[src/source/adc_pkg.sv]
/* ADC SPI control subsystem shared types
   Frame, command and sample widths, bus bundles and controller state encoding */
package adc_pkg;

    // One full SPI frame on the wire
    typedef logic [31:0] spi_word_t;
    // Bit 15 read flag, bits 14:8 register address, bits 7:0 data
    typedef logic [15:0] adc_cmd_t;
    // Conversion result as returned by the converter
    typedef logic [15:0] adc_sample_t;
    // Frame counter, 0 before power-up, cfg_count+1 for the read command
    typedef logic [4:0]  frame_index_t;

    typedef enum logic [2:0] {
        idle,
        cfg_ready,
        cfg_wait,
        ready_idle,
        rd_ready,
        rd_wait,
        gap_wait
    } ctrl_state_t;

    // Controller to SPI master
    typedef struct packed {
        logic      start;
        spi_word_t word;
    } spi_req_t;

    // SPI master to controller
    typedef struct packed {
        logic      done;
        spi_word_t rd_value;
    } spi_rsp_t;

    // Pads toward the converter
    typedef struct packed {
        logic sclk;
        logic cs_n;
        logic mosi;
    } spi_pins_t;

endpackage

[src/source/adc_cfg_rom.sv]
/* ADC register configuration table
   Maps the frame index to a register write or to the conversion read command */
`timescale 1ns/1ps

module adc_cfg_rom import adc_pkg::*; #(
    parameter int unsigned cfg_count = 16
) (
    input  logic         clk_sys,
    input  logic         rst_sys_n,
    input  frame_index_t frame_index,
    output adc_cmd_t     cmd
);

    // Writes are {1'b0, addr, data}, table repeats past 16 entries
    localparam adc_cmd_t cfg_table [0:15] = '{
        16'h0080,   // Soft reset
        16'h0100,   // Normal power mode
        16'h021f,   // Channel enable mask
        16'h0304,   // Oversampling ratio
        16'h0400,   // PGA gain 1x
        16'h0522,   // Internal reference
        16'h0603,   // Straight binary, 16 bit
        16'h0710,   // Digital filter
        16'h0800,   // Offset trim high
        16'h0900,   // Offset trim low
        16'h0a40,   // Gain trim
        16'h0b0c,   // Conversion clock divider
        16'h0c01,   // Sequencer single channel
        16'h0d00,   // Test pattern off
        16'h0e08,   // Input mux
        16'h0f01    // Enable conversions
    };
    // Read flag set, result register
    localparam adc_cmd_t rd_cmd = 16'h9000;

    always_comb begin
        if (frame_index == frame_index_t'(cfg_count + 1)) begin
            cmd = rd_cmd;
        end else if (frame_index != '0 && frame_index <= frame_index_t'(cfg_count)) begin
            cmd = cfg_table[4'(frame_index - 1'b1)];
        end else begin
            cmd = '0;
        end
    end

    // Controller must stay inside the table
    assert property (@(posedge clk_sys) disable iff (!rst_sys_n)
        frame_index <= frame_index_t'(cfg_count + 1))
        else $error("frame index %0d beyond read command entry", frame_index);

endmodule

[src/source/adc_ctrl.sv]
/* ADC power-up configuration and read sequencer
   Writes the register table frame by frame with settling gaps, then serves reads */
`timescale 1ns/1ps

module adc_ctrl import adc_pkg::*; #(
    parameter int unsigned cfg_count  = 16,
    parameter int unsigned gap_cycles = 255
) (
    input  logic         clk_sys,
    input  logic         rst_sys_n,
    input  logic         pw_on_en,
    input  logic         rd_en,
    input  adc_cmd_t     cmd,
    input  spi_rsp_t     rsp,
    output frame_index_t frame_index,
    output spi_req_t     req,
    output logic         busy,
    output logic         cfg_done,
    output logic         rd_dval,
    output adc_sample_t  rd_data
);

    localparam int gap_w = (gap_cycles > 0) ? $clog2(gap_cycles + 1) : 1;

    ctrl_state_t      state;
    ctrl_state_t      next_state;
    logic [gap_w-1:0] gap_cnt;
    logic             gap_end;
    // Set while a read frame and its gap are in progress
    logic             rd_op;
    // Set by start, cleared once the frame and its gap are over
    logic             hold_off;

    // Last cycle of the settling gap
    assign gap_end = (state == gap_wait) && (gap_cnt == gap_w'(gap_cycles));

    // Start in the single ready cycle, command word in the upper half
    assign req = '{start: (state == cfg_ready) || (state == rd_ready),
                   word:  {cmd, 16'h0000}};

    // --------------------
    // State machine
    // --------------------
    always_ff @(posedge clk_sys or negedge rst_sys_n) begin
        if (!rst_sys_n) begin
            state <= idle;
        end else begin
            state <= next_state;
        end
    end

    always_comb begin
        next_state = state;
        case (state)
            idle: begin
                if (pw_on_en) begin
                    next_state = cfg_ready;
                end
            end
            cfg_ready: begin
                next_state = cfg_wait;
            end
            cfg_wait: begin
                // No gap after the last table entry
                if (rsp.done) begin
                    if (frame_index == frame_index_t'(cfg_count)) begin
                        next_state = ready_idle;
                    end else begin
                        next_state = gap_wait;
                    end
                end
            end
            ready_idle: begin
                if (rd_en) begin
                    next_state = rd_ready;
                end
            end
            rd_ready: begin
                next_state = rd_wait;
            end
            rd_wait: begin
                if (rsp.done) begin
                    next_state = gap_wait;
                end
            end
            gap_wait: begin
                if (gap_end) begin
                    next_state = cfg_done ? ready_idle : cfg_ready;
                end
            end
            default: begin
                next_state = idle;
            end
        endcase
    end

    // --------------------
    // Counters and flags
    // --------------------
    always_ff @(posedge clk_sys or negedge rst_sys_n) begin
        if (!rst_sys_n) begin
            gap_cnt     <= '0;
            rd_op       <= 1'b0;
            hold_off    <= 1'b0;
            frame_index <= '0;
            cfg_done    <= 1'b0;
            busy        <= 1'b0;
        end else begin
            if (state == gap_wait) begin
                gap_cnt <= gap_cnt + 1'b1;
            end else begin
                gap_cnt <= '0;
            end

            if (state == rd_ready) begin
                rd_op <= 1'b1;
            end else if (state == ready_idle || state == cfg_ready) begin
                rd_op <= 1'b0;
            end

            // Released at the end of the gap, or in ready_idle when no gap follows
            if (req.start) begin
                hold_off <= 1'b1;
            end else if (gap_end || state == ready_idle) begin
                hold_off <= 1'b0;
            end

            // Index moves on entry so the table output is ready with start
            case (next_state)
                idle:       frame_index <= '0;
                cfg_ready:  frame_index <= frame_index + 1'b1;
                ready_idle: frame_index <= frame_index_t'(cfg_count);
                rd_ready:   frame_index <= frame_index_t'(cfg_count + 1);
                default:    frame_index <= frame_index;
            endcase

            // Sticky until reset
            if (state == ready_idle) begin
                cfg_done <= 1'b1;
            end

            // Low only while waiting for power-up or a read request
            busy <= !(next_state == idle || next_state == ready_idle);
        end
    end

    // --------------------
    // Read result
    // --------------------
    always_ff @(posedge clk_sys or negedge rst_sys_n) begin
        if (!rst_sys_n) begin
            rd_dval <= 1'b0;
            rd_data <= '0;
        end else begin
            rd_dval <= gap_end && rd_op;
            if (gap_end && rd_op) begin
                rd_data <= rsp.rd_value[31:16];
            end
        end
    end

    // No new frame while one is in flight or settling
    assert property (@(posedge clk_sys) disable iff (!rst_sys_n)
        req.start |-> !hold_off)
        else $error("start issued during frame or gap");

    // Samples only after configuration
    assert property (@(posedge clk_sys) disable iff (!rst_sys_n)
        rd_dval |-> cfg_done)
        else $error("rd_dval before configuration finished");

endmodule

[src/source/adc_spi_top.sv]
/* ADC SPI control subsystem top level
   Sequencer, configuration table and SPI master */
`timescale 1ns/1ps

module adc_spi_top import adc_pkg::*; #(
    parameter int unsigned cfg_count  = 16,
    parameter int unsigned gap_cycles = 255,
    parameter int unsigned sclk_half  = 2
) (
    input  logic        clk_sys,
    input  logic        rst_sys_n,
    input  logic        pw_on_en,
    input  logic        rd_en,
    input  logic        miso,
    output spi_pins_t   spi,
    output logic        busy,
    output logic        cfg_done,
    output logic        rd_dval,
    output adc_sample_t rd_data
);

    frame_index_t frame_index;
    adc_cmd_t     cmd;
    spi_req_t     spi_req;
    spi_rsp_t     spi_rsp;

    // Sequencer
    adc_ctrl #(
        .cfg_count  (cfg_count),
        .gap_cycles (gap_cycles)
    ) u_ctrl (
        .clk_sys     (clk_sys),
        .rst_sys_n   (rst_sys_n),
        .pw_on_en    (pw_on_en),
        .rd_en       (rd_en),
        .cmd         (cmd),
        .rsp         (spi_rsp),
        .frame_index (frame_index),
        .req         (spi_req),
        .busy        (busy),
        .cfg_done    (cfg_done),
        .rd_dval     (rd_dval),
        .rd_data     (rd_data)
    );

    // Command lookup by frame index
    adc_cfg_rom #(
        .cfg_count (cfg_count)
    ) u_cfg_rom (
        .clk_sys     (clk_sys),
        .rst_sys_n   (rst_sys_n),
        .frame_index (frame_index),
        .cmd         (cmd)
    );

    spi_master #(
        .sclk_half (sclk_half)
    ) u_spi (
        .clk_sys   (clk_sys),
        .rst_sys_n (rst_sys_n),
        .req       (spi_req),
        .miso      (miso),
        .rsp       (spi_rsp),
        .spi       (spi)
    );

endmodule

[src/source/spi_master.sv]
/* SPI master, mode 0, MSB first
   Shifts one 32-bit frame per start pulse and returns the word captured on MISO */
`timescale 1ns/1ps

module spi_master import adc_pkg::*; #(
    parameter int unsigned sclk_half = 2
) (
    input  logic      clk_sys,
    input  logic      rst_sys_n,
    input  spi_req_t  req,
    input  logic      miso,
    output spi_rsp_t  rsp,
    output spi_pins_t spi
);

    localparam int div_w     = (sclk_half > 1) ? $clog2(sclk_half) : 1;
    // cs_n low time, 32 SCLK periods
    localparam int frame_len = 64 * sclk_half;

    logic             active;
    logic [div_w-1:0] div_cnt;
    logic [4:0]       bit_cnt;
    logic             half_tick;
    logic             sclk_q;
    logic             cs_n_q;
    logic             mosi_q;
    logic             frame_end;
    logic             done_q;
    spi_word_t        tx_sr;
    spi_word_t        rx_sr;

    // End of an SCLK half period
    assign half_tick = active && (div_cnt == div_w'(sclk_half - 1));

    // --------------------
    // Frame sequencing
    // --------------------
    always_ff @(posedge clk_sys or negedge rst_sys_n) begin
        if (!rst_sys_n) begin
            active    <= 1'b0;
            div_cnt   <= '0;
            bit_cnt   <= '0;
            sclk_q    <= 1'b0;
            cs_n_q    <= 1'b1;
            mosi_q    <= 1'b0;
            frame_end <= 1'b0;
            done_q    <= 1'b0;
        end else begin
            frame_end <= 1'b0;
            // Done one cycle after cs_n rises
            done_q    <= frame_end;
            if (req.start && !active) begin
                // First bit out with cs_n falling
                active  <= 1'b1;
                cs_n_q  <= 1'b0;
                sclk_q  <= 1'b0;
                mosi_q  <= req.word[31];
                div_cnt <= '0;
                bit_cnt <= '0;
            end else if (half_tick) begin
                div_cnt <= '0;
                if (!sclk_q) begin
                    sclk_q <= 1'b1;
                end else begin
                    sclk_q <= 1'b0;
                    if (bit_cnt == 5'd31) begin
                        // Last fall coincides with cs_n release
                        active    <= 1'b0;
                        cs_n_q    <= 1'b1;
                        mosi_q    <= 1'b0;
                        frame_end <= 1'b1;
                    end else begin
                        bit_cnt <= bit_cnt + 1'b1;
                        mosi_q  <= tx_sr[30];
                    end
                end
            end else if (active) begin
                div_cnt <= div_cnt + 1'b1;
            end
        end
    end

    // --------------------
    // Shift registers
    // --------------------
    always_ff @(posedge clk_sys) begin
        if (req.start && !active) begin
            tx_sr <= req.word;
        end else if (half_tick && sclk_q) begin
            tx_sr <= {tx_sr[30:0], 1'b0};
        end
        // Sample on rising SCLK, held after the frame until the next one
        if (half_tick && !sclk_q) begin
            rx_sr <= {rx_sr[30:0], miso};
        end
    end

    assign rsp = '{done: done_q, rd_value: rx_sr};
    assign spi = '{sclk: sclk_q, cs_n: cs_n_q, mosi: mosi_q};

    // Chip select window is exactly one frame
    assert property (@(posedge clk_sys) disable iff (!rst_sys_n)
        req.start |=> (!spi.cs_n) [*frame_len] ##1 spi.cs_n)
        else $error("cs_n low window differs from %0d cycles", frame_len);

endmodule

[config.mk]
export PLATFORM = sky130hd
export DESIGN_NAME = adc_spi_top
export DESIGN_NICKNAME = d
export VERILOG_FILES = /design/src/source/adc_pkg.sv /design/src/source/adc_cfg_rom.sv /design/src/source/adc_ctrl.sv /design/src/source/adc_spi_top.sv /design/src/source/spi_master.sv
export SDC_FILE = /design/constraint.sdc
export NUM_CORES = 1
export LEC_CHECK = 0
export ABC_AREA = 1
export ABC_CLOCK_PERIOD_IN_PS = 2700
export CAP_MARGIN = 10
export CORE_MARGIN = 2
export CORE_UTILIZATION = 41
export CTS_CLUSTER_DIAMETER = 150
export DETAILED_ROUTE_END_ITERATION = 8
export DONT_BUFFER_PORTS = 1
export MAX_ROUTING_LAYER = met4
export SLEW_MARGIN = 20
export SYNTH_ARGS = -nofsm -noshare
export SYNTH_HDL_FRONTEND = slang
export SYNTH_SLANG_ARGS = --single-unit
[constraint.sdc]
create_clock -name clk_sys -period 2.7 [get_ports clk_sys]
set_clock_uncertainty 0.05 [all_clocks]
set_input_delay 0.54 -clock clk_sys [delete_from_list [all_inputs] [get_ports clk_sys]]
set_output_delay 0.54 -clock clk_sys [all_outputs]
set_load 0.01 [all_outputs]
==> impl_metrics.yaml <==
drt:
  wl_per_cell_um: 13.0
  route.detailed.drc: 0
  first_iter_violations: 109
  wl_um: 6910
  firstDrtPassIters: 4
  routed_via_density: 4.77
  antenna_left: 0
  vias: 2535
global_route:
  grt_overflow_total: 0
  antenna_found_initial: 0
  grt_pass1_wl_um: 12100
  grt-busiest-layer: "met2"
  grt_usage: 0.143
  grtUsageMet1: 0.189
  use_met2: 0.208
  grt_pass1_vias: 2481
  grt_use_met3: 0.0353
  grt_max_degree: 49
clock_tree:
  cts.path.max_buffers: 2
  clock-root-buffer: "clkbuf_8"
  numCtsBuffers: 9
  clk_latency_ps: 370
  clock_sinks: 95
  cts_tree: "built"
  clkSlewWorstSetupHoldPaths_ps: 100
  cts_max_level: 3
  cts_setup_buffers: 0
logic_synthesis:
  ys_types: 38
  syn_area_per_cell_sq_um: 10.8
  ys.flop_type: "edfxtp_1"
  synthCells: 388
  seq_area_frac_synth: 0.622
  synth_area_leaders: "edfxtp_1 34%, dfrtp_1 28%, nand2_1 9.3%"
  ys_ff_latch: 95
  yosys_warnings: 0
  netlist_area_sq_mm: 0.00420
  async_reset_ff_frac: 0.505
  syn-num-nets: 405
  yosys.area.top_type: "edfxtp_1"
  yosysTopAreaCellShare: 0.336
  synth_edf_count: 47
timing:
  setup_viol: 0
  slew_violations: 0
  fin_tns_setup_ps: 0
  worst_pin_slew_ps: 642
  rsz0062_at_grt: "no"
  finalCritPeriodShare: 0.801
  min_period_ps: 2160
  clock.fmax_mhz: 463
  hold_viol: 0
  slew_headroom: 0.571
  holdWs_ps: 212
floorplan:
  core.rowCount: 36
  io_pins: 27
  initial_core_util: 0.426
  die_w_um: 105
  die_area_sq_mm: 0.0111
  die_h_um: 105
  coreArea_sq_mm: 0.00986
worst_setup_path:
  crit_start: "u_ctrl.frame_index[0]$_DFFE_PN0P_"
  path_cells: "inv_1 > ha_1 > nor3b_1 > ha_1 > inv_1 > nand2_1 > nand2_1 > nor2_1 > nor2_4 > nand3_4 > nand2_4 > nor2_2 > nand2_1 > nand2_1"
  slowest_stage: "dfrtp_1"
  worstSetupStartpointType: "flip-flop"
  crit_required_ps: 2960
  cp_max_fo: 7
  r2r-start: "u_ctrl.frame_index[0]$_DFFE_PN0P_"
  critPathKind: "flip-flop to flip-flop"
  cp.arrival_ps: 2430
  cp_top_family: "simple AND/OR/NAND/NOR gates"
  path_buf_inv: 2
  setup.worst_path.end_class: "flip-flop"
  slowest_delay_ps: 460
  cp_common_cell: "nand2_1"
finish:
  n_antenna_cell: 0
  drive_gt1_frac: 0.153
  multi_input_area_sq_mm: 0.00137
  final_cell_mix: "104 x nand2_1, 47 x dfrtp_1, 47 x edfxtp_1, 31 x inv_1, 28 x nor2_1"
  layout_commonest_cell: "nand2_1"
  regArea_sq_mm: 0.00261
  stdcell_area_sq_mm: 0.00455
  finalNetCount: 410
  n_fill_cell: 900
  area_delta_synth_final_pct: 8.37
pwr:
  p_per_area_mw_per_mm2: 1020
  leakage_uw: 0.00205
  ir_drop_mv: 0.436
placed_design:
  gp_congestion: 0.866
  io_buffers: 0
  placed_cell_area_sq_mm: 0.00431
  hpwl_um: 4570
min_path:
  min_path_type: "primary input to flip-flop"
  holdCritStartpoint: "miso"
status:
  outcome: "finished, final reports clean"
job:
  maxCapViolCount: 0
## registers in the layout, indices dropped and copies added, names as in the netlist
register            flops
u_spi.rx_sr            32
u_ctrl.rd_data         16
u_spi.tx_sr            15
u_ctrl.gap_cnt          8
u_ctrl.frame_index      5
u_spi.bit_cnt           5
u_ctrl.state            3
u_ctrl.busy             1
u_ctrl.cfg_done         1
u_ctrl.rd_dval          1
u_ctrl.rd_op            1
u_spi.active            1
u_spi.cs_n_q            1
u_spi.div_cnt           1
u_spi.done_q            1
u_spi.frame_end         1
u_spi.mosi_q            1
u_spi.sclk_q            1
## cell type report
cell class,count,share of cell area
clock buffer,9,0.0272
clock inverter,7,0.0184
inverter,38,0.0330
multi-input combinational,246,0.301
sequential,95,0.574
tap,133,0.0366
timing repair buffer,3,0.00990
## worst reg2reg max path: cells and delay by family (launching register included)
family / cells / cell delay [ps]
buffers and inverters: 2 / 250
adder cells (fa/ha/maj): 2 / 380
AND/OR/NAND/NOR: 10 / 970
flip-flops: 1 / 460
## power breakdown
group / total, uW / internal [uW] / switching, uW / leakage [uW]
Combinational: 1310 / 413 / 901 / 0.000871
Sequential: 2350 / 2090 / 257 / 0.00107
Clock: 984 / 446 / 538 / 0.000103
Total: 4650 / 2950 / 1700 / 0.00205
## synthesized netlist by cell type (2+ instances only)
| library cell | count |
|---|---|
| buf_6 | 2 |
| nand2_4 | 7 |
| a21boi_0 | 2 |
| nand2_1 | 104 |
| dfrtp_1 | 47 |
| o21ai_0 | 14 |
| edfxtp_1 | 47 |
| ha_1 | 12 |
| inv_1 | 31 |
| xor2_1 | 3 |
| nor3_1 | 9 |
| nand3_2 | 2 |
| a21oi_1 | 8 |
| inv_2 | 5 |
| nand2_2 | 4 |
| nand3_1 | 18 |
| nor2_4 | 5 |
| o21ai_2 | 4 |
| nor2_2 | 7 |
| buf_4 | 5 |
| nor2_1 | 29 |
| nand4_1 | 5 |
| buf_2 | 2 |
| nand3_4 | 2 |
## cells by family after synthesis
| family | share of synthesized area |
|---|---|
| AND/OR/NAND/NOR | 0.227 |
| buffers and inverters | 0.0524 |
| AO/OA/AOI/OAI | 0.0545 |
| flip-flops | 0.622 |
| adder cells (fa/ha/maj) | 0.0357 |
| XOR/XNOR | 0.00834 |
## per-layer routing
layer | share of wire | routed length (um)
met5 | 0 | 0
met4 | 0.020 | 136
met3 | 0.032 | 218
met2 | 0.45 | 3100
met1 | 0.50 | 3450
## path summary, 6_finish.rpt
kind | end | slack, ps | cells past startpoint
worst max-delay path | u_ctrl.frame_index[3]$_DFFE_PN0P_ | 540 | 14
max in group asynchronous | u_spi.cs_n_q$_DFFE_PN1P_ | 1670 | 2
min in group asynchronous | u_ctrl.state[0]$_DFF_PN0_ | 650 | 2
worst max register to register | u_ctrl.frame_index[3]$_DFFE_PN0P_ | 540 | 14
worst min register to register | u_spi.done_q$_DFF_PN0_ | 310 | 0
worst min-delay path | u_spi.rx_sr[0]$_DFFE_PP_ | 210 | 0
## timing repair
action                                  CTS  global route
hold buffers                              2             0
endpoints found under the setup margin    0             0
gates resized for setup                   0             0
endpoints found under the hold margin    48             0
## per-stage QoR
step | worst slack, ps | cells | power [uW] | utilization
after global routing | 267 | 531 | 4980 | 0.461
after global placement | 611 | 513 | 3650 | 0.437
after CTS | 506 | 531 | 4710 | 0.461
after floorplan | 349 | 388 | 3420 | -
final | 538 | 531 | 4650 | 0.461
after detailed placement | 533 | 513 | 3680 | 0.437
Power figures use the tool's default switching activity.
